**config.mk**
```make
export PLATFORM = sky130hd
export DESIGN_NAME = read_return
export DESIGN_NICKNAME = d
export VERILOG_FILES = /design/src/logic/gpu_ram_pkg.sv /design/src/logic/read_return.sv
export SDC_FILE = /design/constraint.sdc
export NUM_CORES = 1
export LEC_CHECK = 0
export BUFFER_PORTS_ARGS = -buffer_cell sky130_fd_sc_hd__buf_2
export CORE_MARGIN = 2
export CORE_UTILIZATION = 27
export DETAILED_ROUTE_END_ITERATION = 7
export HOLD_SLACK_MARGIN = 0.15
export PLACE_DENSITY = 0.79
export SYNTH_ARGS = -nofsm -noshare
export SYNTH_HDL_FRONTEND = slang
export SYNTH_SLANG_ARGS = --single-unit
```
**constraint.sdc**
```tcl
create_clock -name clk -period 1.2 [get_ports clk]
set_input_delay 0.18 -clock clk [delete_from_list [all_inputs] [get_ports clk]]
set_output_delay 0.18 -clock clk [all_outputs]
set_load 0.02 [all_outputs]
```
**src/logic/gpu_ram_pkg.sv**
```systemverilog
package gpu_ram_pkg;

   // address and memory geometry
   localparam int ADDR_W      = 20;    // byte address width on every port
   localparam int RAM_WORDS   = 4096;  // 16-bit words, 8 KiB in total
   localparam int WORD_AW     = $clog2(RAM_WORDS); // word index width, addr bits [12:1]
   localparam int DATA_W      = 16;    // ram word width
   localparam int BYTE_W      = 8;     // byte port data width

   // timing
   localparam int READ_LATENCY = 2;    // cycles from ram command edge to valid data

   // command buffering
   localparam int BYTE_FIFO_DEPTH = 3; // cpu and serial fifo depth
   localparam int GEO_FIFO_DEPTH  = 3; // geometry fifo depth, drives geo_full

   // destination of a read, travels with the command to the return block
   typedef enum logic [2:0] {
      TAG_NONE   = 3'd0,               // write or idle slot
      TAG_CPU    = 3'd1,               // z80 side
      TAG_SERIAL = 3'd2,               // rs232 debug side
      TAG_GEO_A  = 3'd3,               // geometry read channel a
      TAG_GEO_B  = 3'd4                // geometry read channel b
   } rd_tag_t;

   // byte port command, 30 bits
   typedef struct packed {
      logic              rd;           // read strobe
      logic              wr;           // write strobe
      logic [ADDR_W-1:0] addr;         // byte address
      logic [BYTE_W-1:0] data;         // write byte
   } byte_cmd_t;

   // geometry port command, 39 bits
   typedef struct packed {
      logic              rd_a;         // read on channel a
      logic              rd_b;         // read on channel b
      logic              wr;           // 16-bit write
      logic [ADDR_W-1:0] addr;         // byte address, bit 0 ignored by the ram
      logic [DATA_W-1:0] data;         // write word
   } geo_cmd_t;

   // registered command toward the ram
   typedef struct packed {
      logic              wr;           // write when set, read otherwise
      logic              wide;         // 16-bit access from the geometry port
      logic [ADDR_W-1:0] addr;         // byte address
      logic [DATA_W-1:0] data;         // byte copied into both lanes when not wide
      rd_tag_t           tag;          // who gets the read data
   } ram_cmd_t;

   // Addresses above 8 KiB alias back onto the array, the upper address
   // bits are simply not decoded by the ram model.

endpackage

```
**src/logic/read_return.sv**
```systemverilog
`timescale 1ns/10ps

module read_return (
   input  logic                  clk,
   input  logic                  rst_n,
   input  logic                  ram_valid,
   input  gpu_ram_pkg::ram_cmd_t ram_cmd,
   input  logic [15:0]           rd_word,     // ram output, aligned with the last stage
   output logic                  cpu_rdy,
   output logic                  serial_rdy,
   output logic                  geo_rdy_a,
   output logic                  geo_rdy_b,
   output logic [7:0]            cpu_data,
   output logic [7:0]            serial_data,
   output logic [15:0]           geo_data
);

   localparam int LAT = gpu_ram_pkg::READ_LATENCY;

   typedef struct packed {
      gpu_ram_pkg::rd_tag_t tag;      // destination port
      logic                 lane;     // addr bit 0, picks the byte
   } ret_slot_t;

   ret_slot_t ret_pipe [LAT];         // one slot per cycle in flight
   ret_slot_t ret_out;                // slot matching rd_word
   logic [7:0] sel_byte;

   // tag delay line, runs in step with the ram pipeline
   always_ff @(posedge clk or negedge rst_n) begin
      if (!rst_n) begin
         for (int i = 0; i < LAT; i++) begin
            ret_pipe[i] <= '{tag: gpu_ram_pkg::TAG_NONE, lane: 1'b0};
         end
      end else begin
         if (ram_valid && !ram_cmd.wr) begin
            ret_pipe[0] <= '{tag: ram_cmd.tag, lane: ram_cmd.addr[0]};
         end else begin
            ret_pipe[0] <= '{tag: gpu_ram_pkg::TAG_NONE, lane: 1'b0};  // writes and idle
         end
         for (int i = 1; i < LAT; i++) begin
            ret_pipe[i] <= ret_pipe[i-1];
         end
      end
   end

   assign ret_out  = ret_pipe[LAT-1];
   assign sel_byte = ret_out.lane ? rd_word[15:8] : rd_word[7:0];   // odd address is high lane

   // exactly one ready line per tag
   assign cpu_rdy     = (ret_out.tag == gpu_ram_pkg::TAG_CPU);
   assign serial_rdy  = (ret_out.tag == gpu_ram_pkg::TAG_SERIAL);
   assign geo_rdy_a   = (ret_out.tag == gpu_ram_pkg::TAG_GEO_A);
   assign geo_rdy_b   = (ret_out.tag == gpu_ram_pkg::TAG_GEO_B);
   assign cpu_data    = sel_byte;
   assign serial_data = sel_byte;
   assign geo_data    = rd_word;      // full word for the geometry unit

endmodule

```
* After elaboration in Yosys (flattened, before gate mapping)
Cells that the tools add are included.
** Cells by class
- Equality and inequality tests :: 4
- Muxes and demuxes :: 2
- Reductions and logical operators :: 2
** Operators with widths (count)
- $mux 8 :: 1
- $eq 3x2->1 const B :: 2
- $mux 4 :: 1
- $eq 3x1->1 const B :: 1
- $eq 3x3->1 const B :: 1
- $logic_and 1x1->1 :: 1
- $logic_not 1->1 :: 1
** Storage, ports and cells
- Register bits after elaboration :: 8
- Bits of input ports :: 60
- Output and inout port bits :: 36
- Logic and storage cells :: 12

* Longest topological paths before layout
- Depth after elaboration :: 3
- Mapped depth :: 3
- Depth with buffers taken out :: 1

* Worst setup path before layout
Ideal clock, no wire load.
- Path type :: register to output
- Start point :: reg ret_pipe (netlist bit ret_out[0])
- End point :: out serial_data[0]
- Arrival :: 0.993 ns
- Data required time :: 1.020 ns
- Setup slack :: 0.027 ns
- Cell stages (with the launch flop) :: 4
- Buffers on the path :: 2
- Path through :: dfrtp_1 -> buf_6 -> mux2_4 -> buf_4
** Between the ends
- Cells in the longest elaborated chain, start to end :: 1
** Ends and longest elaborated chain
- start, declared :: RTL line read_return.sv:25 : ret_slot_t ret_pipe [LAT];
- start signal, assigned by index :: RTL line read_return.sv:33 : ret_pipe[i] <= '{tag: gpu_ram_pkg::TAG_NONE, lane: 1'b0};
- start signal, assigned by index :: RTL line read_return.sv:42 : ret_pipe[i] <= ret_pipe[i-1];
- $mux 8 :: RTL line read_return.sv:48 : assign sel_byte = ret_out.lane ? rd_word[15:8] : rd_word[7:0];
- end, declared :: RTL line read_return.sv:14 : output logic [7:0] serial_data,
Every way passes these cells.

* Final worst setup path
- Start point :: reg ret_pipe (netlist bit ret_out[0])
- End point :: out cpu_data[1]
** Between the ends
- Cells in the longest elaborated chain, start to end :: 1
** Ends and longest elaborated chain
- $mux 8 :: RTL line read_return.sv:48
- end, declared :: RTL line read_return.sv:13 : output logic [7:0] cpu_data,
Every way passes these cells.

==> metrics.yaml <==
status:
  status: "complete, but fails checks"
  violations: "setup timing"
floorplanning:
  die_x_um: 50.3
  die-height_um: 50.3
  core_area_um2: 1980
  start_util_pct: 29.2
  dieArea_um2: 2530
  rows: 16
  ioPinCount: 96
final_layout:
  seq_area_um2: 201
  fill_cells: 192
  num-nets-final: 149
  multi_input_area_um2: 201
  drive_above_1_share_pct: 85.1
  area_growth_pct: 51.3
  fin_cells: 114
  antenna_cells: 0
synthesis:
  synth_top_cell_by_area: "dfrtp_1"
  syn-num-nets: 109
  synthTopCellsByArea: "dfrtp_1 35%, buf_4 31%, mux2_4 21%"
  synthTopCellsByCount: "24 x buf_4, 8 x dfrtp_1, 8 x mux2_4, 5 x and3b_1, 3 x nor3b_1"
  ys_ff_latch: 8
  async_flop_share_pct: 100
  seq_area_frac_synth_pct: 34.6
  synthDistinctLibCells: 6
  synth_cells: 49
  synthFlopType: "dfrtp_1"
  yosysWarnings: 0
  synth.most_common_cell: "buf_4"
  syn-cell-area_um2: 578
  synth-edff-count: 0
  syn_area_per_cell_um2: 11.8
  synth.top_cell.area_share_pct: 34.6
timing:
  drv_slew: 0
  skew_ps: 1.34
  min_period_ps: 1420
  setup_slack_ps: -221
  tns_ps: -3440
  tightestPinTransition_ps: 249
  setup_violations: 16
  holdWs_ps: 182
  slew_headroom_pct: 83.4
  hold_violations: 0
  fin_crit_sh_pct: 118
  fmax_ghz: 0.704
  rsz0062_at_grt: "yes"
drt:
  vias: 482
  drc_errors: 0
  routed_wl_um: 1380
  drt_iter0_drc: 0
  antenna_left: 0
  avgRoutedWirePerCell_um: 12.1
  first_pass_iters: 1
  routed_via_density: 4.23
clocking:
  ctsLongestPathBuffers: 2
  clock-sinks: 8
  clk_pin_slew_worst_paths_ps: 50
  worstSkewPairLatency_ps: 240
  cts-root-buf: "clkbuf_4"
  cts_buffers: 3
  cts_setup_buffers: 0
  htree_num_levels: 1
  cts_tree: "done"
power:
  power.net_switching_mw: 0.255
  p_int_mw: 0.553
  comb_power_share_pct: 39.6
  finalPower_mw: 0.808
  power_frac_clock_pct: 24.3
  leakage_nw: 0.504
  seqPwrFrac_pct: 36.1
  p_per_area_nw_per_um2: 924
  power_switching_share_pct: 31.5
  peakVddDrop_mv: 0.589
hold_path:
  worstHoldStart: "ram_cmd[1]"
  hold_path_class: "primary input to flop"
  worstHoldEndpoint: "ret_pipe[6]"
  whs_path_depth: 2
worst_setup_path:
  r2r_setup_slack_ps: 730
  slowest_delay_ps: 510
  cp_top_family: "flip-flops"
  arrival_ps: 1240
  criticalPathCategory: "flop to primary output"
  cp_num_buf_inv: 1
  r2r_cells: 0
  worstPathRequired_ps: 1020
  cp_cell_sequence: "mux2_4, buf_6"
  cp.depth: 2
  r2r-start: "ret_pipe[5]"
  crit_path_end_kind: "primary output"
  critPathLaunch: "ret_out[0]"
  r2r_end: "ret_out[1]"
  path_max_fanout: 8
  critPathLaunchType: "flop"
  cpMaxStageDelayCell: "dfrtp_2"
grt:
  grt_pass1_vias: 461
  antenna_found_initial: 0
  grt_pass1_wl_um: 2010
  grt_max_degree: 9
  track_usage_pct: 10.4
  globalRoute.totalOverflow: 0
placement:
  dp_slack_ps: -85.7
  place.gp.congestion: 0.675
  hpwl_um: 1100
  dp_cells: 110
  io_buffers: 59
run:
  maxCapViolCount: 0
## stage by stage
stage	utilization (%)	instance area [um2]
floorplan	-	578
global placement	36.1	716
detailed placement	36.1	716
CTS	44.1	875
global route	44.1	875
finish	44.1	875
## cell families (layout without fill, tap and decap cells)
| kind of cell | after synthesis | count (layout) | share of synthesized area [%] |
|---|---|---|---|
| buffers and inverters | 25 | 63 | 33.1 |
| DFF | 8 | 8 | 34.6 |
| muxes | 8 | 8 | 20.8 |
| and+or+nand+nor | 8 | 8 | 11.5 |
## power by group through the flow
| stage | clock network (mW) | logic [mW] | registers [mW] |
|---|---|---|---|
| after floorplan | 0 | 0.215 | 0.289 |
| after global placement | 0 | 0.254 | 0.294 |
| after detailed placement | 0 | 0.260 | 0.295 |
| after CTS | 0.207 | 0.321 | 0.292 |
| after global routing | 0.228 | 0.336 | 0.292 |
| final | 0.197 | 0.320 | 0.291 |
## sequential cells by signal, summed over array words and instances (netlist names)
name	cells
ret_pipe	4
ret_out	4
## layout by cell type, fill, tap and decap left out
cell type,count
dfrtp_2,1
buf_4,4
nor3b_2,3
buf_2,39
clkbuf_4,3
buf_6,16
mux2_4,8
dlygate4sd3_1,1
and3b_1,5
dfrtp_1,7
## repair_timing
action	in CTS	in global routing
endpoints found under the setup margin	19	20
gates resized for setup	40	0
hold buffers	1	0
endpoints found under the hold margin	8	0
pin swaps	2	0
## routing by layer
layer,vias up,track usage (%),wire (um)
met1,224,8.67,413
met4,0,5.56,0
li1,215,-,-
met2,43,21.7,780
met5,-,0,0
met3,0,2.08,183
## final cells by class
| type | instances | share of cell area (%) |
|---|---|---|
| Multi-Input combinational cell | 16 | 23.0 |
| Timing Repair Buffer | 60 | 47.5 |
| Sequential cell | 8 | 23.0 |
| Tap cell | 27 | 3.86 |
| Clock buffer | 3 | 2.58 |
## worst max path at each step
stage / end / slack [ps]
after CTS: serial_data[1] / -230
after floorplan: serial_data[0] / 30
final: cpu_data[1] / -220
after global placement: serial_data[2] / -90
after global routing: cpu_data[7] / -270
after detailed placement: cpu_data[7] / -90
No activity file was read; power rests on OpenSTA's default activity.
