===== config.mk =====
export PLATFORM = sky130hd
export DESIGN_NAME = cmd_fifo
export DESIGN_NICKNAME = d
export VERILOG_FILES = /design/src/logic/cmd_fifo.sv
export SDC_FILE = /design/constraint.sdc
export NUM_CORES = 1
export LEC_CHECK = 0
export BUFFER_PORTS_ARGS = -buffer_cell sky130_fd_sc_hd__buf_2
export CORE_MARGIN = 4
export CORE_UTILIZATION = 53
export CTS_CLUSTER_DIAMETER = 100
export CTS_CLUSTER_SIZE = 16
export DETAILED_ROUTE_END_ITERATION = 16
export GPL_ROUTABILITY_DRIVEN = 0
export GPL_TIMING_DRIVEN = 0
export PLACE_DENSITY = 0.84
export RECOVER_POWER = 25
export SETUP_SLACK_MARGIN = 0.15
export SYNTH_ARGS = -nofsm -noshare
export SYNTH_HDL_FRONTEND = slang
export SYNTH_SLANG_ARGS = --single-unit

===== constraint.sdc =====
create_clock -name clk -period 2.6 [get_ports clk]
set_clock_uncertainty 0.2 [all_clocks]
set_input_delay 0.13 -clock clk [delete_from_list [all_inputs] [get_ports clk]]
set_output_delay 0.13 -clock clk [all_outputs]
set_load 0.01 [all_outputs]

===== src/logic/cmd_fifo.sv =====
`timescale 1ns/10ps

module cmd_fifo #(
   parameter type payload_t = logic [7:0],
   parameter int  DEPTH     = 3
) (
   input  logic     clk,
   input  logic     rst_n,
   input  logic     push,              // one-cycle load strobe
   input  payload_t push_data,
   input  logic     pop,               // consumer took head this cycle
   output logic     not_empty,
   output logic     full,
   output payload_t head               // oldest entry, valid while not_empty
);

   localparam int PTR_W = (DEPTH > 1) ? $clog2(DEPTH) : 1;
   localparam int CNT_W = $clog2(DEPTH + 1);

   payload_t         mem [DEPTH];      // payload storage
   logic [PTR_W-1:0] wr_ptr;           // next slot to write
   logic [PTR_W-1:0] rd_ptr;           // slot shown on head
   logic [CNT_W-1:0] count;            // entries held
   logic             do_push;
   logic             do_pop;

   assign do_pop    = pop && not_empty;          // ignore pop on an empty buffer
   assign do_push   = push && (!full || do_pop); // full slot frees up on the same edge
   assign not_empty = (count != '0);
   assign full      = (count == CNT_W'(DEPTH));
   assign head      = mem[rd_ptr];

   // payload storage
   always_ff @(posedge clk) begin
      if (do_push) begin
         mem[wr_ptr] <= push_data;
      end
   end

   // pointers and occupancy
   always_ff @(posedge clk or negedge rst_n) begin
      if (!rst_n) begin
         wr_ptr <= '0;
         rd_ptr <= '0;
         count  <= '0;
      end else begin
         if (do_push) begin
            if (wr_ptr == PTR_W'(DEPTH - 1)) begin
               wr_ptr <= '0;           // wrap
            end else begin
               wr_ptr <= wr_ptr + 1'b1;
            end
         end
         if (do_pop) begin
            if (rd_ptr == PTR_W'(DEPTH - 1)) begin
               rd_ptr <= '0;           // wrap
            end else begin
               rd_ptr <= rd_ptr + 1'b1;
            end
         end
         case ({do_push, do_pop})
            2'b10:   count <= count + 1'b1;
            2'b01:   count <= count - 1'b1;
            default: count <= count;   // idle or push and pop together
         endcase
      end
   end

endmodule


======== After elaboration in Yosys (flattened, before gate mapping) ========
Memory sizes are Yosys's and may differ from the RTL's.
Cells that the tools add are included.
cells by class
  shifts and indexed selects .............. 0
  $lt $le $gt $ge ......................... 0
  reduce and logical (&&, ||, !) cells .... 6
  $add $sub $neg .......................... 4
  equality and inequality tests ........... 5
  divide/modulo/power cells ............... 0
  bitwise operators ....................... 0
  muxes and demuxes ....................... 5
  multiply operators ...................... 0
operators by type and width
  operator               number
  $eq A2 B2 Y1 const B   4
  $add A2 B1 Y2 const B  3
  $mux W2                2
  $pmux W2 S2            1
  $reduce_bool A2 Y1     2
  $eq A2 B1 Y1 const B   1
  $logic_and A1 B1 Y1    2
  $mux W1                2
  $sub A2 B1 Y2 const B  1
  $logic_not A1 Y1       1
  $logic_or A1 B1 Y1     1
storage, ports and cells
  bits in latches ......................... 0
  output and inout bits ................... 10
  word-level logic and storage cells ...... 24
  bits in writable memories ............... 24
  bits of input ports ..................... 12
  ROM bits ................................ 0
  register bits ........................... 6
  memories kept ........................... 1
memory list
  memory  words  bits a word  read ports  clocked after Yosys merged registers in  write ports  line  text
  mem     3      8            1           0                                        1            20    payload_t mem [DEPTH];

======== Longest topological paths before layout ========
Gate-level depths: netlist (run 1).
  depth in word-level cells ............... 6
  depth in mapped cells ................... 4
  mapped depth without buffers ............ 3

======== Worst setup path after synthesis (run 1) ========
Ideal clock, no wire load.
  path kind ............................... register to register
  start ................................... register count[0]
  end ..................................... memory mem[2][0] in the netlist's numbering, enable pin
  period minus slack after synthesis ...... 1.874 ns
  setup time .............................. 0.385 ns
  setup slack ............................. 0.726 ns
  stages on the path, launching flop included .. 4
  required time ........................... 2.015 ns
  buffers on the path ..................... 0
  arrival time ............................ 1.288 ns
  cells stage by stage .................... dfrtp_1 -> nand2_2 -> o21ai_4 -> nor3b_1
on the way
  longest elaborated chain between the ends .. 6
  elaborated cells between the ends (all ways) .. 8
  classes of those cells .................. 1 x eq/ne; 2 x mux; 5 x reduce/logical
RTL lines
  what                                                            line    text
  start: declaration                                              23      logic [CNT_W-1:0] count;
  start signal: assignment                                        62      2'b10: count <= count + 1'b1;
  start signal: assignment                                        63      2'b01: count <= count - 1'b1;
  start signal: assignment                                        64      default: count <= count;
  $eq A2 B2 Y1 / $reduce_bool A2 Y1 (equally long branches)       30, 29
  $logic_not A1 Y1 / $logic_and A1 B1 Y1 (equally long branches)  28, 27
  $logic_or A1 B1 Y1 *                                            28      assign do_push = push && (!full || do_pop);
  $logic_and A1 B1 Y1 *                                           28
  $mux W1 *                                                       35      if (do_push) begin
  $mux W1 (implied by the code) *                                 36      mem[wr_ptr] <= push_data;
  end: declaration                                                20
Every way passes the cells marked *; elsewhere a longest branch is shown, timed or not.

======== Final worst setup path (run 1) ========
  start ................................... register count[0]
  end ..................................... memory mem[0][5] in the netlist's numbering, enable pin
Same word-level chain as after synthesis.

==> impl_metrics.csv, run 1 <==
group,metric,value,unit
global_route,grt_max_degree,11,
min_path,min_to,"count[0]",
global_route,grt_pass1_wl,3.767,mm
logic_synthesis,ys_types,23,
critical_path,critPathCaptureType,"register",
floorplanning,coreArea,2212,µm²
min_path,min_path_type,"in2reg",
sta,fmax,455.5,MHz
critical_path,timing.rr.end,"mem[0][5]",
power_and_ir_drop,power,1.496,mW
drt,viasPerCell,5.105,
logic_synthesis,synth_warnings,0,
sta,rsz0062_at_grt,"false",
cts,postCtsSetupBuffers,0,
layout,drive_gt1_share,24.00,%
layout,diodes,0,
drt,drtIter0Drc,29,
cts,cts.clk_slew.worst_paths,0.09,ns
run,max_cap_viol_count,0,
drt,drc,0,
critical_path,rrSetupSlack,0.40,ns
cts,numCtsBuffers,5,
critical_path,path_class,"reg2reg",
power_and_ir_drop,p_int,1.000,mW
critical_path,worstPathMaxFanout,8,
drt,vias,781,
drt,wl,2.241,mm
logic_synthesis,netlist_top_cells_count,"edfxtp_1 (24), nand2_1 (10), o21ai_0 (10)",
power_and_ir_drop,p_sw_share,33.14,%
sta,hold_violations,0,
power_and_ir_drop,peakVddDrop,0.6754,mV
floorplanning,die_x,56.03,µm
power_and_ir_drop,clkPwrFrac,18.2,%
run_status,status,"completed",
min_path,min_path_cells,4,
logic_synthesis,synthTopCellsByArea,"edfxtp_1 (59%), dfrtp_1 (12%), mux2i_1 (6.6%), o21ai_0 (4.1%), nand2_1 (3.1%)",
cts,cts_resized,0,
layout,syn_to_final_growth,24.36,%
cts,cts-root-buf,"clkbuf_4",
global_route,grt_overflow,0,
critical_path,r2r-start,"count[0]",
logic_synthesis,yosysTopAreaCellShare,58.96,%
placement,place_hpwl,1.465,mm
cts,htreeDepth,2,
sta,tns,0,ns
floorplanning,die_y,56.03,µm
logic_synthesis,synth_nets,98,
floorplanning,die_area,3139,µm²
layout,fin_cells,153,
drt,firstDrtPassIters,4,
sta,final-setup-viol-count,0,
placement,numPortBuffers,21,
drt,ant_nets,0,
critical_path,reg2reg_depth,3,
placement,dp.cells,135,
critical_path,critPathRequiredTime,2.33,ns
global_route,grt_usage,16.31,%
cts,clk_latency,0.32,ns
floorplanning,fp-row-count,17,
logic_synthesis,synth-edff-count,24,
critical_path,start_kind,"register",
cts,cts_tree,"done",
power_and_ir_drop,power_density,984.1,nW/µm²
floorplanning,io_pins,22,
logic_synthesis,avgSynthCellArea,14.21,µm²
sta,period_needed,2.195,ns
logic_synthesis,syn_area,1222,µm²
floorplanning,initial_core_util,55.26,%
global_route,antenna_found_initial,0,
power_and_ir_drop,sequentialPowerShare,47.9,%
critical_path,cp.arrival,1.93,ns
power_and_ir_drop,switchingPower,495.7,µW
logic_synthesis,synth_ff_type,"edfxtp_1",
logic_synthesis,yosysMostFrequentCell,"edfxtp_1",
global_route,grt_pass1_vias,859,
sta,maxSlewHeadroom,20.55,%
logic_synthesis,synthesis.instances,86,
min_path,worstHoldStart,"pop",
power_and_ir_drop,leakage,0.6005,nW
logic_synthesis,synthArstFlopShare,20.00,%
logic_synthesis,synth_area_leader_cell,"edfxtp_1",
layout,nets,136,
sta,tightest_slew,1.183,ns
cts,cts_hold_buf,10,
power_and_ir_drop,pwr-share-comb,33.9,%
cts,cts.sinks,30,
logic_synthesis,yosysSeqAreaShare,71.24,%
drt,wl_per_cell,14.65,µm
sta,finalCritPeriodShare,84.44,%
logic_synthesis,ys_ff_latch,30,
cts,clock_path_buffers,2,
sta,drv_slew,0,
[sequential cells by signal (all words and copies together) (netlist names)]
register,flops
count,2
mem,24
rd_ptr,2
wr_ptr,2
[cells by family after synthesis]
logic type | Yosys count | synth area share [%]
flops | 30 | 71.24
buf+inv | 5 | 1.740
simple gates | 25 | 9.826
compound gates | 16 | 8.189
mux | 10 | 9.008
[power by group through the flow]
stage	Combinational [mW]	Clock [mW]	Sequential [mW]
3_5_place_dp	0.499	0	0.725
2_1_floorplan	0.339	0	0.703
4_1_cts	0.512	0.283	0.714
6_report	0.506	0.273	0.717
3_3_place_gp	0.479	0	0.711
5_1_grt	0.559	0.313	0.730
[per-layer routing]
metal | global-route usage [%] | vias up | wire length (µm)
li1 | - | 387 | -
met1 | 16.34 | 368 | 821
met2 | 29.38 | 22 | 1280
met3 | 6.497 | 4 | 108
met4 | 7.119 | 0 | 31
met5 | 0 | - | 0
[placed cells by master, fill, tap and decap left out, types with 4 or more instances in the layout]
cell type	count
o21ai_0	10
clkbuf_4	5
dlygate4sd3_1	10
dfrtp_1	6
clkbuf_1	8
nor2_1	4
nand2_1	10
mux2i_1	8
edfxtp_1	24
buf_2	17
[layout make-up]
cell class | count | area, µm²
inverters | 2 | 7.507
flip-flops and latches | 30 | 870.8
plain buffers | 3 | 13.76
repair buffers | 31 | 197.7
clock buffers | 7 | 55.05
well taps | 28 | 35.03
clock inverters | 1 | 5.005
multi-input cells | 51 | 335.3
fillers | 175 | 691.9
[metrics by stage]
step	hold WS, ns	setup slack [ns]	utilization [%]	area, µm²
2_1_floorplan	-0.3656	0.7264	-	1222
3_3_place_gp	-0.2442	0.3608	61.60	1363
3_5_place_dp	-0.2358	0.2508	61.60	1363
4_1_cts	0.01386	0.2365	68.83	1523
5_1_grt	0.02925	0.2654	68.72	1520
6_report	0.02390	0.4046	68.72	1520
[worst max path at each step]
stage                   from         to  slack, ns  cells after the start
floorplan           count[0]  mem[2][0]       0.73                      3
global placement    count[0]  mem[2][6]       0.36                      3
detailed placement  count[0]  mem[2][5]       0.25                      3
CTS                 count[0]  mem[2][5]       0.24                      3
global route        count[0]  mem[0][7]       0.27                      3
finish              count[0]  mem[0][5]       0.40                      3
[worst max-delay path, cell delays in order, from the launching register on]
cell and delay, ns:
dfrtp_1 0.47, nand2_2 0.13, o21ai_4 0.09, nor3_1 0.91
Power figures use the tool's default switching activity.
==> run 2: changes to the inputs <==
CORE_UTILIZATION = 48   (was 53)
PLACE_DENSITY = 0.81   (was 0.84)
clock period = 2 ns   (was 2.6 ns; I/O delays follow)
==> run 2 against run 1 <==
Sequential share of layout area down 0.88 points. Clock-buffer cell count is 1 lower. Register-to-register slack worse by 0.11 ns. Critical endpoint is now mem[2][6]. Critical path type unchanged. Largest cell class unchanged. Wire length is 6.8% lower.
==> impl_metrics.csv, run 2 (synthesis gave the netlist of run 1 again) <==
group,metric,value,unit
sta,period_needed,1.706,ns
cts,htreeDepth,2,
sta,drv_slew,0,
layout,fin_cells,156,
floorplanning,io_pins,22,
placement,dp_slack,-0.2363,ns
critical_path,path_buf_inv,0,
placement,place_hpwl,1.362,mm
sta,finalCritPeriodShare,85.29,%
power_and_ir_drop,leakage,0.6083,nW
critical_path,cp.arrival,1.46,ns
critical_path,critPathCaptureType,"register",
floorplanning,fp-row-count,18,
sta,rsz0062_at_grt,"false",
drt,ant_nets,0,
sta,fin_ws,0.2943,ns
global_route,grt_max_degree,11,
global_route,grt_pass1_wl,3.443,mm
power_and_ir_drop,peakVddDrop,0.8212,mV
global_route,antenna_found_initial,0,
floorplanning,die_x,58.47,µm
critical_path,worst_path_max_delay_cell,"dfrtp_1",
floorplanning,initial_core_util,49.80,%
power_and_ir_drop,sequentialPowerShare,48.7,%
cts,cts_tree,"done",
run,max_cap_viol_count,0,
layout,syn_to_final_growth,26.30,%
run_status,status,"completed",
drt,wl_per_cell,13.39,µm
sta,tightest_slew,0.4699,ns
power_and_ir_drop,p_int,1.278,mW
cts,cts.sinks,30,
critical_path,path_class,"reg2reg",
power_and_ir_drop,pwr-share-comb,34.7,%
power_and_ir_drop,switchingPower,645.9,µW
cts,clock_path_buffers,2,
sta,final-setup-viol-count,0,
critical_path,worstPathMaxFanout,8,
layout,largest_reg_flops,24,
drt,viasPerCell,5.090,
global_route,grt_pass1_vias,789,
critical_path,critPathRequiredTime,1.76,ns
cts,cts-root-buf,"clkbuf_4",
sta,hold_violations,0,
power_and_ir_drop,p_sw_share,33.58,%
sta,fmax,586.3,MHz
global_route,grt_overflow,0,
cts,numCtsBuffers,5,
cts,cts.clk_slew.worst_paths,0.09,ns
critical_path,start_kind,"register",
sta,whs,0.007161,ns
drt,firstDrtPassIters,4,
placement,dpl_cell_area,1370,µm²
layout,nets,137,
power_and_ir_drop,power_density,1246,nW/µm²
floorplanning,coreArea,2455,µm²
layout,regMostFlops,"mem",
min_path,min_path_type,"in2reg",
placement,dp.cells,137,
drt,vias,794,
floorplanning,die_y,58.47,µm
layout,layout_commonest_cell,"edfxtp_1",
sta,maxSlewHeadroom,68.64,%
critical_path,cpPeakStageDelay,0.47,ns
layout,drive_gt1_share,25.40,%
power_and_ir_drop,clkPwrFrac,16.5,%
global_route,grt_usage,13.90,%
cts,clk_latency,0.31,ns
drt,drtIter0Drc,23,
critical_path,worstPathCellList,"nand2_2 > o21ai_4 > nor3b_4",
layout,fill_cells,194,
drt,wl,2.089,mm
placement,numPortBuffers,21,
layout,diodes,0,
critical_path,cp_top_family,"simple AND/OR/NAND/NOR gates",
sta,tns,0,ns
drt,drc,0,
floorplanning,die_area,3418,µm²
layout,layout_common_cells,"edfxtp_1 (24), buf_2 (17), dlygate4sd3_1 (11)",
cts,postCtsSetupBuffers,0,
critical_path,rrSetupSlack,0.29,ns
layout,design_area,1544,µm²
[run 2: power by group through the flow]
stage / registers [mW] / clock network [mW] / logic [mW]
after global placement: 0.926 / 0 / 0.628
after floorplan: 0.915 / 0 / 0.443
final: 0.938 / 0.318 / 0.668
after detailed placement: 0.936 / 0 / 0.649
after global routing: 0.957 / 0.356 / 0.739
after CTS: 0.931 / 0.327 / 0.677
[run 2: worst register-to-register path: cells and delay by family, from the launching register on]
| family | cells | cell delay (ns) |
|---|---|---|
| AOI/OAI and AO/OA | 1 | 0.10 |
| DFF | 1 | 0.47 |
| and+or+nand+nor | 2 | 0.58 |
[run 2: path summary, 6_finish.rpt]
| kind | startpoint | endpoint | depth (start not counted) |
|---|---|---|---|
| min in group asynchronous | rst_n | count[0] | 3 |
| max | count[0] | mem[2][6] | 3 |
| min | push | count[0] | 3 |
| max reg2reg | count[0] | mem[2][6] | 3 |
| max in group asynchronous | rst_n | rd_ptr[1] | 3 |
| min reg2reg | rd_ptr[0] | rd_ptr[1] | 2 |
[run 2: metrics by stage]
stage	total power, mW	util [%]
5_1_grt	2.051	62.90
3_5_place_dp	1.585	55.81
4_1_cts	1.935	62.95
3_3_place_gp	1.554	55.81
2_1_floorplan	1.358	-
6_report	1.924	62.90
[run 2: cell type report]
class                      count  area (µm²)  area share [%]
timing repair buffer          32       207.7           13.45
clock inverter                 2       8.758          0.5673
tap                           30       37.54           2.431
inverter                       2       7.507          0.4862
clock buffer                   6       41.29           2.674
buffer                         3       15.01          0.9724
sequential                    30       870.8           56.40
multi-input combinational     51       355.3           23.01
[run 2: routing by layer]
| metal | global-route usage [%] | share of wire [%] | wire length, µm | up-vias |
|---|---|---|---|---|
| met5 | 0 | 0 | 0 | - |
| met4 | 5.960 | 1.8 | 38 | 0 |
| met2 | 25.04 | 56 | 1179 | 21 |
| met1 | 15.10 | 37 | 772 | 377 |
| met3 | 3.947 | 4.7 | 99 | 4 |
| li1 | - | - | - | 392 |
[run 2: what timing repair did]
item,4_1_cts,5_1_grt
hold buffers,11,0
gates resized for setup,4,1
pin swaps,0,0
endpoints found under the setup margin,26,8
hold endpoints to repair,32,0
==> run 3: changes to the inputs <==
MAX_ROUTING_LAYER = met4   (was default)
==> run 3 against run 2 <==
Die area unchanged. Final area is the same. Combinational power about the same. Via count increased by 0.88%. Non-clock buffer count unchanged. Sequential power is essentially flat. Register-to-register slack is essentially flat. Fmax down 0.73%. Clock-buffer cell count unchanged. Hold slack is essentially flat. First-iteration DRC count shrank 8.7%. Clock power about the same. Critical path type unchanged. Highest routed layer unchanged.
==> impl_metrics.csv, run 3 (synthesis gave the netlist of run 1 again) <==
group,metric,value,unit
run_status,status,"completed",
drt,viasPerCell,5.135,
drt,ant_nets,0,
layout,layout_common_cells,"edfxtp_1 (24), buf_2 (17), dlygate4sd3_1 (11)",
layout,regMostFlops,"mem",
critical_path,reg2reg_depth,3,
critical_path,cp.arrival,1.47,ns
layout,nets,137,
sta,maxSlewHeadroom,68.30,%
layout,largest_reg_flops,24,
layout,drive_gt1_share,25.40,%
floorplanning,coreArea,2455,µm²
global_route,antenna_found_initial,0,
critical_path,crit_cells,3,
drt,drtIter0Drc,21,
layout,diodes,0,
sta,rsz0062_at_grt,"false",
min_path,min_path_cells,3,
critical_path,worstPathCellList,"nand2_2 > o21ai_4 > nor3b_4",
floorplanning,fp-row-count,18,
min_path,min_path_type,"in2reg",
global_route,grt_pass1_vias,790,
floorplanning,initial_core_util,49.80,%
floorplanning,die_y,58.47,µm
critical_path,cp_top_family,"simple AND/OR/NAND/NOR gates",
placement,numPortBuffers,21,
placement,place_hpwl,1.362,mm
layout,layout_commonest_cell,"edfxtp_1",
sta,finalCritPeriodShare,85.92,%
critical_path,critPathCaptureType,"register",
global_route,grt_usage,14.32,%
layout,syn_to_final_growth,26.30,%
sta,drv_slew,0,
sta,period_needed,1.718,ns
critical_path,path_class,"reg2reg",
drt,firstDrtPassIters,4,
cts,cts-root-buf,"clkbuf_4",
global_route,grt_pass1_wl,3.443,mm
sta,hold_violations,0,
sta,tightest_slew,0.4740,ns
drt,drc,0,
cts,postCtsSetupBuffers,0,
floorplanning,io_pins,22,
cts,numCtsBuffers,5,
critical_path,cpPeakStageDelay,0.47,ns
layout,design_area,1544,µm²
sta,fmax,582.0,MHz
cts,cts_tree,"done",
global_route,grt_overflow,0,
drt,vias,801,
drt,wl_per_cell,13.46,µm
cts,htreeDepth,2,
power_and_ir_drop,leakage,0.6083,nW
power_and_ir_drop,power_density,1247,nW/µm²
cts,cts.sinks,30,
cts,clk_latency,0.31,ns
floorplanning,die_x,58.47,µm
floorplanning,die_area,3418,µm²
power_and_ir_drop,power,1.925,mW
global_route,grt_max_degree,11,
run,max_cap_viol_count,0,
sta,final-setup-viol-count,0,
critical_path,path_buf_inv,0,
critical_path,worstPathMaxFanout,8,
cts,clock_path_buffers,2,
critical_path,worst_path_max_delay_cell,"dfrtp_1",
placement,dpl_cell_area,1370,µm²
critical_path,critPathRequiredTime,1.76,ns
drt,wl,2.100,mm
critical_path,start_kind,"register",
cts,cts.clk_slew.worst_paths,0.09,ns
power_and_ir_drop,peakVddDrop,0.8228,mV
run 3: path summary, 6_finish.rpt:
| path | from | to | slack [ns] |
|---|---|---|---|
| max in group asynchronous | rst_n | wr_ptr[1] | 0.88 |
| max | count[0] | mem[2][6] | 0.28 |
| min | push | count[0] | 0.007 |
| min reg2reg | rd_ptr[0] | rd_ptr[1] | 0.38 |
| max reg2reg | count[0] | mem[2][6] | 0.28 |
| min in group asynchronous | rst_n | count[0] | 0.50 |
run 3: cell type report:
type	count	area (µm²)
fillers	194	910.9
repair buffers	32	207.7
plain buffers	3	15.01
multi-input cells	51	355.3
clock buffers	6	41.29
well taps	30	37.54
inverters	2	7.507
clock inverters	2	8.758
flip-flops and latches	30	870.8
run 3: worst register-to-register path, cell delays in order (launching register included):
cell     delay, ns
dfrtp_1       0.47
nand2_2       0.14
o21ai_4       0.10
nor3b_4       0.44
run 3: where the power goes:
part	switching [mW]	total (mW)	internal (mW)
clock	0.188	0.320	0.132
sequential	0.0996	0.936	0.837
combinational	0.360	0.669	0.309
run 3: layer usage:
metal | wire length, µm | vias to the layer above | part of all wire (%) | global-route usage [%]
met5 | 0 | - | 0 | -
met4 | 38 | 0 | 1.8 | 5.960
met3 | 96 | 4 | 4.6 | 3.947
met2 | 1209 | 21 | 58 | 25.04
met1 | 756 | 382 | 36 | 15.10
li1 | - | 394 | - | -
run 3: what timing repair did:
action,CTS,global route
resized for setup,4,1
endpoints found under the hold margin,32,0
setup endpoints to repair,26,8
gates cloned,0,0
hold buffers,11,0
run 3: through the flow:
stage                     cells  TNS, ns  setup slack (ns)  util [%]  hold slack [ns]
after floorplan              86        0            0.1991         -          -0.3956
after global placement      137   -1.443           -0.1806     55.81          -0.2718
after detailed placement    137   -1.889           -0.2363     55.81          -0.2716
after CTS                   156        0            0.1519     62.95         0.002403
after global routing        156        0            0.1613     62.90          0.02287
final                       156        0            0.2816     62.90         0.007087
