**config.mk**
```make
export PLATFORM = sky130hd
export DESIGN_NAME = port_arbiter
export DESIGN_NICKNAME = d
export VERILOG_FILES = /design/src/logic/gpu_ram_pkg.sv /design/src/logic/port_arbiter.sv
export SDC_FILE = /design/constraint.sdc
export NUM_CORES = 1
export LEC_CHECK = 0
export ABC_AREA = 1
export BUFFER_PORTS_ARGS = -buffer_cell sky130_fd_sc_hd__buf_2
export CAP_MARGIN = 10
export CORE_MARGIN = 3
export CORE_UTILIZATION = 30
export CTS_CLUSTER_SIZE = 14
export DETAILED_ROUTE_END_ITERATION = 6
export PLACE_DENSITY = 0.66
export SETUP_SLACK_MARGIN = 0.3
export SYNTH_ARGS = -nofsm -noshare
export SYNTH_HDL_FRONTEND = slang
export SYNTH_SLANG_ARGS = --single-unit
```
**constraint.sdc**
```tcl
create_clock -name clk -period 1.33 [get_ports clk]
set_input_delay 0.399 -clock clk [delete_from_list [all_inputs] [get_ports clk]]
set_output_delay 0.399 -clock clk [all_outputs]
set_load 0.01 [all_outputs]
```
**src/logic/gpu_ram_pkg.sv**
```systemverilog
package gpu_ram_pkg;

   // address and memory geometry
   localparam int ADDR_W      = 20;    // byte address width on every port
   localparam int RAM_WORDS   = 4096;  // 16-bit words, 8 KiB in total
   localparam int WORD_AW     = $clog2(RAM_WORDS); // word index width, addr bits [12:1]
   localparam int DATA_W      = 16;    // ram word width
   localparam int BYTE_W      = 8;     // byte port data width

   // timing
   localparam int READ_LATENCY = 2;    // cycles from ram command edge to valid data

   // command buffering
   localparam int BYTE_FIFO_DEPTH = 3; // cpu and serial fifo depth
   localparam int GEO_FIFO_DEPTH  = 3; // geometry fifo depth, drives geo_full

   // destination of a read, travels with the command to the return block
   typedef enum logic [2:0] {
      TAG_NONE   = 3'd0,               // write or idle slot
      TAG_CPU    = 3'd1,               // z80 side
      TAG_SERIAL = 3'd2,               // rs232 debug side
      TAG_GEO_A  = 3'd3,               // geometry read channel a
      TAG_GEO_B  = 3'd4                // geometry read channel b
   } rd_tag_t;

   // byte port command, 30 bits
   typedef struct packed {
      logic              rd;           // read strobe
      logic              wr;           // write strobe
      logic [ADDR_W-1:0] addr;         // byte address
      logic [BYTE_W-1:0] data;         // write byte
   } byte_cmd_t;

   // geometry port command, 39 bits
   typedef struct packed {
      logic              rd_a;         // read on channel a
      logic              rd_b;         // read on channel b
      logic              wr;           // 16-bit write
      logic [ADDR_W-1:0] addr;         // byte address, bit 0 ignored by the ram
      logic [DATA_W-1:0] data;         // write word
   } geo_cmd_t;

   // registered command toward the ram
   typedef struct packed {
      logic              wr;           // write when set, read otherwise
      logic              wide;         // 16-bit access from the geometry port
      logic [ADDR_W-1:0] addr;         // byte address
      logic [DATA_W-1:0] data;         // byte copied into both lanes when not wide
      rd_tag_t           tag;          // who gets the read data
   } ram_cmd_t;

   // Addresses above 8 KiB alias back onto the array, the upper address
   // bits are simply not decoded by the ram model.

endpackage

```
**src/logic/port_arbiter.sv**
```systemverilog
`timescale 1ns/10ps

module port_arbiter (
   input  logic                  clk,
   input  logic                  rst_n,
   input  logic                  cpu_ready,     // cpu fifo not empty
   input  logic                  serial_ready,  // serial fifo not empty
   input  logic                  geo_ready,     // geometry fifo not empty
   input  gpu_ram_pkg::byte_cmd_t cpu_head,
   input  gpu_ram_pkg::byte_cmd_t serial_head,
   input  gpu_ram_pkg::geo_cmd_t  geo_head,
   output logic                  cpu_pop,
   output logic                  serial_pop,
   output logic                  geo_pop,
   output logic                  ram_valid,     // one-cycle strobe per ram command
   output gpu_ram_pkg::ram_cmd_t ram_cmd
);

   logic                  last_cpu;  // 1 when cpu got the latest byte grant
   gpu_ram_pkg::ram_cmd_t next_cmd;  // winning head in ram format

   // byte ports alternate on a tie, geometry only gets idle cycles
   always_comb begin
      cpu_pop    = cpu_ready && (!serial_ready || !last_cpu);
      serial_pop = serial_ready && (!cpu_ready || last_cpu);
      geo_pop    = geo_ready && !cpu_ready && !serial_ready;
   end

   // convert the winner into a ram command and tag its read
   always_comb begin
      next_cmd = '0;
      if (cpu_pop) begin
         next_cmd.wr   = cpu_head.wr;
         next_cmd.wide = 1'b0;
         next_cmd.addr = cpu_head.addr;
         next_cmd.data = {2{cpu_head.data}};   // byte on both lanes
         next_cmd.tag  = cpu_head.rd ? gpu_ram_pkg::TAG_CPU : gpu_ram_pkg::TAG_NONE;
      end else if (serial_pop) begin
         next_cmd.wr   = serial_head.wr;
         next_cmd.wide = 1'b0;
         next_cmd.addr = serial_head.addr;
         next_cmd.data = {2{serial_head.data}};
         next_cmd.tag  = serial_head.rd ? gpu_ram_pkg::TAG_SERIAL : gpu_ram_pkg::TAG_NONE;
      end else if (geo_pop) begin
         next_cmd.wr   = geo_head.wr;
         next_cmd.wide = 1'b1;                 // full word access
         next_cmd.addr = geo_head.addr;
         next_cmd.data = geo_head.data;
         if (geo_head.rd_a) begin
            next_cmd.tag = gpu_ram_pkg::TAG_GEO_A;
         end else if (geo_head.rd_b) begin
            next_cmd.tag = gpu_ram_pkg::TAG_GEO_B;
         end else begin
            next_cmd.tag = gpu_ram_pkg::TAG_NONE;
         end
      end
   end

   // priority state and command strobe
   always_ff @(posedge clk or negedge rst_n) begin
      if (!rst_n) begin
         last_cpu  <= 1'b1;            // serial wins the first tie
         ram_valid <= 1'b0;
      end else begin
         if (cpu_pop) begin
            last_cpu <= 1'b1;
         end else if (serial_pop) begin
            last_cpu <= 1'b0;
         end
         ram_valid <= cpu_pop || serial_pop || geo_pop;
      end
   end

   // command payload, qualified by ram_valid downstream
   always_ff @(posedge clk) begin
      ram_cmd <= next_cmd;
   end

endmodule

```
Word-level counts from Yosys, hierarchy flattened
Cells that the tools add are included.
{ "op_classes": {"n_mux": 9, "n_reduce_logical": 13} }
{ "ops": {"columns": ["cell", "count"], "rows": [
  ["$mux 41", 3],
  ["$mux 3", 2],
  ["$logic_and 1x1->1", 4],
  ["$logic_or 1x1->1", 4],
  ["$logic_not 1->1", 3],
  ["$mux 1", 3],
  ["$mux 2", 1],
  ["$reduce_bool 2->1", 1],
  ["$reduce_or 2->1", 1]
]} }
{ "word_totals": {"in_bits": 104, "register_bits": 43} }

Depth between registers and ports, before layout
Gate-level depths: netlist (run 1).
{ "depth": {"word_depth": 6, "mapped_depth": 7, "depth_no_buf": 5} }

Worst setup path after synthesis (run 1)
No wires, ideal clock.
{ "synth_timing": {"path_kind": "input to output", "start": "input cpu_ready", "end": "output geo_pop", "setup_slack_ns": 0.011, "arrival_time_ns": 0.920, "path_stages": 5, "cell_sequence": "buf_6 > nor2_8 > buf_6 > nand2_4 > inv_1"} }
{ "synth_between": {"elab_chain_len": 3} }
{ "synth_lines": {"columns": ["item", "line_no", "text"], "rows": [
  ["start, declared", "port_arbiter.sv:6", "input logic cpu_ready,"],
  ["$logic_not 1->1", "port_arbiter.sv:26", "geo_pop = geo_ready && !cpu_ready && !serial_ready;"],
  ["$logic_and 1x1->1 (2 in a row)", "port_arbiter.sv:26", null],
  ["end, declared", "port_arbiter.sv:14", "output logic geo_pop,"]
]} }
No other way between the ends.

Worst setup path in the final report (run 1)
{ "layout_timing": {"start": "register last_cpu", "end": "output cpu_pop"} }
{ "layout_between": {"elab_chain_len": 3} }
{ "layout_lines": {"columns": ["item", "line_no", "text"], "rows": [
  ["start, declared", "port_arbiter.sv:19", "logic last_cpu;"],
  ["start signal, assigned", "port_arbiter.sv:62", "last_cpu <= 1'b1;"],
  ["start signal, assigned", "port_arbiter.sv:66", "last_cpu <= 1'b1;"],
  ["start signal, assigned", "port_arbiter.sv:68", "last_cpu <= 1'b0;"],
  ["$logic_not 1->1", "port_arbiter.sv:24", "cpu_pop = cpu_ready && (!serial_ready || !last_cpu);"],
  ["$logic_or 1x1->1", "port_arbiter.sv:24", null],
  ["$logic_and 1x1->1", "port_arbiter.sv:24", null],
  ["end, declared", "port_arbiter.sv:12", "output logic cpu_pop,"]
]} }
No other way between the ends.

==> flow_summary.ini, run 1 <==
[status]
status = finished with violations
violations = setup timing

[route]
vias = 2250
dr.pass1.iters = 4
wirelength_mm = 7.29
drc = 0
drt-wirelength-per-cell_um = 16.4
drt_iter0_markers = 90
vias_per_cell = 5.06
antenna_left = 0

[power_and_ir_drop]
p_per_area_nw_per_um2 = 1040
comb_power_share_pct = 30.4
switchingPower_mw = 1.06
p_sw_share_pct = 29.2
leakage_nw = 1.79
clkPwrFrac_pct = 28.4
seq_power_share_pct = 41.2
intPower_mw = 2.57
ir_drop_mv = 0.545

[clocking]
htree_levels = 2
cts_buffers = 5
cts_sinks = 43
cts_root_buffer = clkbuf_8
cts_tree = yes
clkLatencyLatePin_ns = 0.30
path_clk_slew_ns = 0.08
ctsLongestPathBuffers = 2

[synthesis]
synthAdderAreaFrac_pct = 0
syn-cell-area_um2 = 1800
yosys_warnings = 0
yosysSeqAreaShare_pct = 48.4
netlist_instances = 217
yosys.cell_types.count = 16
synth_top_family_by_area = simple AND/OR/NAND/NOR gates
synth_top_area_share_pct = 45.5
synth_area_leaders = dfxtp_1 46%, nand3_1 37%, buf_6 4.4%, buf_2 2.8%, dfstp_2 1.5%
synth_compound_area_share_pct = 0.555
synth_xor_area_share_pct = 0
yosys.area.top_type = dfxtp_1
syn-num-nets = 321
synth-simple-area-share_pct = 41.0
avgSynthCellArea_um2 = 8.31
synthMuxAreaShare_pct = 0
yosys_register_bits = 43

[layout]
regArea_um2 = 895
multiInputGateArea_um2 = 1190
layout_common_cells = 124 x buf_2, 74 x nand3_1, 43 x nand3_2, 27 x buf_6, 23 x dfxtp_1
stdcell_count = 445
fillerInstances = 509
syn2layout_area_growth_pct = 93.6
antenna_cells = 0
layout-drive-gt1-share_pct = 71.3
final_common_cell = buf_2
nets = 476

[sta]
finalHoldViolCount = 0
drv_slew = 0
slew-limit-headroom_pct = 75.6
grt_setup_unrepaired = yes
fmax_mhz = 657
layout_min_cycle_time_ns = 1.52
setup_viol = 39
worstMarginPinSlew_ns = 0.366
post-route-period-util_pct = 114
finClkSkew_ns = 0.00451
timing.hold.ws_ns = 0.275
setup_ws_ns = -0.191

[hold_path]
hold_path_class = in -> reg

[critical_path]
endpoint_kind = output pin
crit_arrival_ns = 1.12
critPathKind = reg -> out
cp.required_ns = 0.93
crit_fanout = 3
startpoint_type = flip-flop

[global_route]
grt_max_degree = 31
grt_pass1_vias = 2326
antenna_found_initial = 0
grt_pass1_wl_mm = 11.2
grt_usage_pct = 20.0
gr-total-overflow = 0

[die]
core_um2 = 5680
pin_count = 149
die-area_um2 = 6980
die_y_um = 83.5
start_util_pct = 31.8
num_rows = 27
die_w_um = 83.5

[job]
drv_cap = 0

[placed_design]
portBuffers = 148
gp_congestion = 0.757
dp.cells = 427
place_hpwl_mm = 4.62
what timing repair did:
action | in CTS | in global routing
pin swaps | 13 | 7
gates cloned | 3 | 0
setup buffers | 5 | 1
endpoints found under the setup margin | 83 | 85
hold buffers | 1 | 0
hold endpoints to repair | 1 | 0
gates resized for setup | 84 | 58
state kept, by name, indices dropped and copies added (netlist names):
register and count:
ram_cmd 41, ram_valid 1, last_cpu 1
kinds of logic (layout without fill, tap and decap cells):
family / after synthesis / after routing
flip-flops: 43 / 43
AO/OA/AOI/OAI: 2 / 2
buffers and inverters: 28 / 184
AND/OR/NAND/NOR: 144 / 144
path summary, 6_finish.rpt:
check / cells after the start / slack (ns) / from / to
max in group asynchronous: 2 / 0.73 / rst_n / last_cpu$_DFFE_PN1P_
min reg2reg: 3 / 0.64 / last_cpu$_DFFE_PN1P_ / last_cpu$_DFFE_PN1P_
min in group asynchronous: 2 / 0.41 / rst_n / ram_valid$_DFF_PN0_
max: 4 / -0.19 / last_cpu$_DFFE_PN1P_ / cpu_pop
min: 2 / 0.27 / geo_head[38] / ram_cmd[2]$_SDFF_PP0_
max reg2reg: 8 / -0.16 / last_cpu$_DFFE_PN1P_ / ram_cmd[37]$_DFF_P_
power by group through the flow:
stage / registers [mW] / logic [mW] / clock network, mW
2_1_floorplan: 1.57 / 0.302 / 0
3_3_place_gp: 1.49 / 0.727 / 0
3_5_place_dp: 1.50 / 0.735 / 0
4_1_cts: 1.48 / 0.975 / 1.05
5_1_grt: 1.51 / 1.19 / 1.12
6_report: 1.50 / 1.11 / 1.03
per-layer routing:
| layer | wire [um] | GRT usage, % | up-vias |
|---|---|---|---|
| met2 | 3750 | 34.7 | 100 |
| met5 | 0 | 0 | - |
| met3 | 552 | 6.22 | 10 |
| met4 | 104 | 5.56 | 0 |
| li1 | - | - | 1077 |
| met1 | 2880 | 23.9 | 1063 |
worst max-delay path, stage by stage, from the launching register on:
cell	delay [ns]
dfstp_2	0.56
nand2_4	0.07
nand2_2	0.06
inv_2	0.04
buf_6	0.11
final cells by class:
cell class / count / area share, %
clock inverter: 3 / 1.25
inverter: 6 / 0.645
timing repair buffer: 170 / 33.8
tap: 72 / 2.58
clock buffer: 5 / 1.97
multi-input combinational: 146 / 34.1
sequential: 43 / 25.6
stage by stage:
| stage | utilization (%) | setup WS, ns | power (mW) | setup TNS [ns] | cell area (um^2) |
|---|---|---|---|---|---|
| after global routing | 61.5 | -0.236 | 3.82 | -4.75 | 3490 |
| after floorplan | - | 0.0341 | 1.88 | 0 | 1820 |
| final | 61.5 | -0.191 | 3.63 | -3.10 | 3490 |
| after detailed placement | 45.6 | -0.0241 | 2.23 | -0.0241 | 2590 |
| after CTS | 56.7 | -0.202 | 3.50 | -2.74 | 3220 |
| after global placement | 45.6 | 0.00176 | 2.22 | 0 | 2590 |
cell usage after synthesis:
cell type / n
inv_1: 6
nand2_1: 7
nand2_4: 1
buf_4: 3
o21ai_1: 1
clkbuf_1: 2
nor2_8: 1
buf_2: 10
buf_6: 7
nand2_2: 1
nand3_1: 133
dfxtp_1: 41
dfrtp_1: 1
nor3_2: 1
o21ai_0: 1
dfstp_2: 1
No activity file was read; power rests on OpenSTA's default activity.
==> run 2, diff against run 1 <==
- CORE_MARGIN: 3 -> 4
- CTS_BUF_LIST: not set -> sky130_fd_sc_hd__clkbuf_2
==> flow_summary.ini, run 2 (synthesized netlist as in run 1, its figures left out) <==
[sta]
worstMarginPinSlew_ns = 0.410
setup_ws_ns = -0.338
slew-limit-headroom_pct = 72.7
finClkSkew_ns = 0.0135
fmax_mhz = 600
finalHoldViolCount = 0
drv_slew = 0
post-route-period-util_pct = 125
timing.hold.ws_ns = 0.145
setup_viol = 40
grt_setup_unrepaired = yes
layout_min_cycle_time_ns = 1.67

[critical_path]
crit_arrival_ns = 1.27
worstRegToRegCells = 8
cp.required_ns = 0.93
critPathKind = reg -> out
endpoint_kind = output pin
crit_fanout = 3
startpoint_type = flip-flop

[placed_design]
placed_area_um2 = 2600
gp_congestion = 0.815
portBuffers = 148
place_hpwl_mm = 4.94
place_ws_ns = -0.0364

[route]
dr.pass1.iters = 4
wl_met1_mm = 2.80
wl_met2_mm = 3.94
met3_length_um = 622
drt_iter0_markers = 80
antenna_left = 0
drc = 0
highest-signal-layer = met4
vias_per_cell = 5.10
drt-wirelength-per-cell_um = 16.7
wirelength_mm = 7.49
vias = 2289

[die]
core_um2 = 5680
die_y_um = 85.5
pin_count = 149
die_w_um = 85.5
start_util_pct = 31.8
die-area_um2 = 7310
num_rows = 27

[global_route]
grt_usage_pct = 19.2
gr-total-overflow = 0
grt_pass1_wl_mm = 11.2
antenna_found_initial = 0
grt_max_degree = 26
grt_pass1_vias = 2354

[hold_path]
whs_path_depth = 2
hold_path_class = in -> reg

[power_and_ir_drop]
ir_drop_mv = 0.584
p_per_area_nw_per_um2 = 960
leakage_nw = 1.81

[layout]
layout-drive-gt1-share_pct = 72.1
fillerInstances = 475
regArea_um2 = 895
antenna_cells = 0
final_common_cell = buf_2
fin_area_um2 = 3530
layout_common_cells = 124 x buf_2, 72 x nand3_1, 43 x nand3_2, 25 x buf_6, 23 x dfxtp_1
multiInputGateArea_um2 = 1220
largest_reg_flops = 41
syn2layout_area_growth_pct = 95.6
final_util_pct = 62.1
regMostFlops = ram_cmd
nets = 480
reg.largest.list = ram_cmd x41, last_cpu x1, ram_valid x1

[clocking]
cts_tree = yes
clkLatencyLatePin_ns = 0.38
ctsLongestPathBuffers = 2
path_clk_slew_ns = 0.22
htree_levels = 2
cts_sinks = 43
cts_buffers = 5
cts_root_buffer = clkbuf_2

[status]
violations = setup timing
status = finished with violations

[job]
drv_cap = 0
run 2: metal layers:
layer	global-route usage (%)	vias to the layer above
li1	-	1092
met1	22.1	1078
met2	34.5	107
met3	5.00	12
met4	5.90	0
met5	0	-
run 2: worst paths after layout:
path                                      start               endpoint  slack, ns
max in group asynchronous                 rst_n   last_cpu$_DFFE_PN1P_       0.85
max                        last_cpu$_DFFE_PN1P_                cpu_pop      -0.34
max reg2reg                last_cpu$_DFFE_PN1P_     ram_cmd[3]$_DFF_P_      -0.25
min reg2reg                last_cpu$_DFFE_PN1P_   last_cpu$_DFFE_PN1P_       0.66
min                                geo_head[38]  ram_cmd[2]$_SDFF_PP0_       0.15
min in group asynchronous                 rst_n    ram_valid$_DFF_PN0_       0.29
run 2: cell type report:
type	instances	area share (%)
inverters	6	0.639
clock buffers	5	0.710
clock inverters	3	1.10
multi-input cells	146	34.6
well taps	72	2.56
repair buffers	174	35.0
flip-flops and latches	43	25.4
run 2: critical path: stages, from the launching register on:
cell and delay, ns:
dfstp_2 0.61, nand2_4 0.07, nand2_2 0.06, inv_2 0.04
buf_6 0.11
run 2: per-stage QoR:
stage	std cells	total power, mW	TNS [ns]
final	449	3.39	-8.70
after global routing	449	3.57	-11.21
after CTS	445	3.24	-3.51
after detailed placement	428	2.24	-0.0491
after global placement	428	2.23	-0.0163
after floorplan	217	1.88	0
run 2: where the power goes:
part / internal (mW) / leakage (nW) / total (mW) / switching, mW
Sequential: 1.45 / 0.368 / 1.50 / 0.0517
Clock: 0.310 / 0.0404 / 0.730 / 0.420
Combinational: 0.596 / 1.41 / 1.16 / 0.561
Total: 2.35 / 1.81 / 3.39 / 1.03
run 2: repair_timing:
item                       CTS  global route
gates resized for setup     82            66
setup endpoints to repair   83            83
hold buffers                 1             0
gates cloned                 4             0
setup buffers                4             4
hold endpoints to repair     2             0
pin swaps                   12             8
==> run 3, diff against run 2 <==
- CAP_MARGIN: 10 -> 20
- GPL_TIMING_DRIVEN: not set -> 0
- PLACE_DENSITY: 0.66 -> 0.68
- clock period: 1.33 -> 1.5 ns (I/O delays scaled with it)
==> flow_summary.ini, run 3 (synthesized netlist as in run 1, its figures left out) <==
[layout]
layout-drive-gt1-share_pct = 56.0
regMostFlops = ram_cmd
fin_area_um2 = 3030
regArea_um2 = 891
reg.largest.list = ram_cmd x41, last_cpu x1, ram_valid x1
nets = 487
final_common_cell = buf_2
multiInputGateArea_um2 = 813
antenna_cells = 0
final_util_pct = 53.4
syn2layout_area_growth_pct = 67.9
layout_common_cells = 132 x buf_2, 128 x nand3_1, 28 x buf_6, 26 x dfxtp_1, 15 x dfxtp_2
largest_reg_flops = 41
fillerInstances = 558

[power_and_ir_drop]
intPower_mw = 1.81
p_per_area_nw_per_um2 = 870
switchingPower_uw = 825
totalPowerFinal_mw = 2.63
leakage_nw = 1.59
ir_drop_mv = 0.360
p_sw_share_pct = 31.3
comb_power_share_pct = 31.1
seq_power_share_pct = 50.1
clkPwrFrac_pct = 18.8

[die]
num_rows = 27
core_um2 = 5680
die-area_um2 = 7310
start_util_pct = 31.8
pin_count = 149
die_y_um = 85.5
die_w_um = 85.5

[global_route]
grtUsageMet1_pct = 19.6
grt_pass1_wl_mm = 10.0
busiest_layer = met2
grt_max_degree = 14
grt_use_met3_pct = 5.57
antenna_found_initial = 0
grt_usage_pct = 17.3
met2_usage_pct = 29.9
gr-total-overflow = 0
grt_pass1_vias = 2198

[critical_path]
cp.required_ns = 1.05
crit_arrival_ns = 1.40
startpoint_type = flip-flop
critPathKind = reg -> out
crit_fanout = 3
endpoint_kind = output pin

[clocking]
cts_buffers = 5
htree_levels = 2
clkLatencyLatePin_ns = 0.41
cts_tree = yes
cts_root_buffer = clkbuf_2
ctsLongestPathBuffers = 2
path_clk_slew_ns = 0.22
cts_sinks = 43

[sta]
fmax_mhz = 541
slew-limit-headroom_pct = 66.6
worstMarginPinSlew_ns = 0.501
post-route-period-util_pct = 123
setup_ws_ns = -0.347
finalHoldViolCount = 0
finClkSkew_ns = 0.00691
drv_slew = 0
setup_viol = 2
layout_min_cycle_time_ns = 1.85
grt_setup_unrepaired = yes

[route]
drt_iter0_markers = 107
vias_per_cell = 4.93
vias = 2247
drt-wirelength-per-cell_um = 15.1
dr.pass1.iters = 4
drc = 0
wirelength_mm = 6.86
antenna_left = 0

[job]
drv_cap = 0

[placed_design]
gp_congestion = 0.850
place_hpwl_mm = 4.97
portBuffers = 145
placed_area_um2 = 2640

[status]
violations = setup timing
status = finished with violations

[hold_path]
hold_path_class = in -> reg
run 3: routing by layer:
layer	wire length, um	share of wire [%]	vias to the layer above
li1	-	-	1096
met1	2710	40	1023
met2	3330	48	119
met3	713	10	9
met4	106	1.5	0
met5	0	0	-
run 3: worst paths after layout:
check / start / endpoint / slack [ns] / cells after the start
max in group asynchronous: rst_n / last_cpu$_DFFE_PN1P_ / 1.00 / 2
hold reg to reg: last_cpu$_DFFE_PN1P_ / last_cpu$_DFFE_PN1P_ / 0.62 / 2
hold / removal: geo_head[38] / ram_cmd[2]$_SDFF_PP0_ / 0.17 / 2
setup / recovery: last_cpu$_DFFE_PN1P_ / cpu_pop / -0.35 / 5
min in group asynchronous: rst_n / ram_valid$_DFF_PN0_ / 0.32 / 2
setup reg to reg: last_cpu$_DFFE_PN1P_ / ram_cmd[12]$_DFF_P_ / 0.19 / 6
run 3: stage by stage:
step	hold WS (ns)	worst slack [ns]	setup TNS, ns	std cells
after floorplan	0.154	0.102	0	217
after global routing	0.127	-0.434	-0.858	456
after CTS	0.163	-0.370	-0.614	449
final	0.172	-0.347	-0.684	456
after global placement	0.236	-0.0556	-0.108	434
after detailed placement	0.237	-0.0625	-0.118	434
run 3: area by class of cell:
class	instances	share of cell area (%)
multi-input cells	146	26.9
repair buffers	159	32.1
well taps	72	2.98
flip-flops and latches	43	29.4
inverters	6	0.826
clock buffers	5	0.826
plain buffers	22	6.49
clock inverters	3	0.496
run 3: what timing repair did:
action / in CTS / in global routing
setup endpoints to repair: 49 / 83
endpoints found under the hold margin: 2 / 0
resized for setup: 14 / 50
hold buffers: 1 / 0
buffers inserted: 6 / 5
pin swaps: 3 / 3
cloned: 0 / 2
run 3: power groups by stage:
stage,Combinational (mW),Clock [mW],Sequential [mW]
3_5_place_dp,0.669,0,1.32
2_1_floorplan,0.268,0,1.40
3_3_place_gp,0.663,0,1.32
5_1_grt,0.893,0.570,1.33
6_report,0.819,0.495,1.32
4_1_cts,0.714,0.514,1.30
run 3: critical path, cell delays in order (launching register included):
cell     delay, ns
dfstp_2       0.61
nand2_4       0.07
buf_6         0.12
nand2_4       0.05
inv_4         0.03
buf_6         0.11
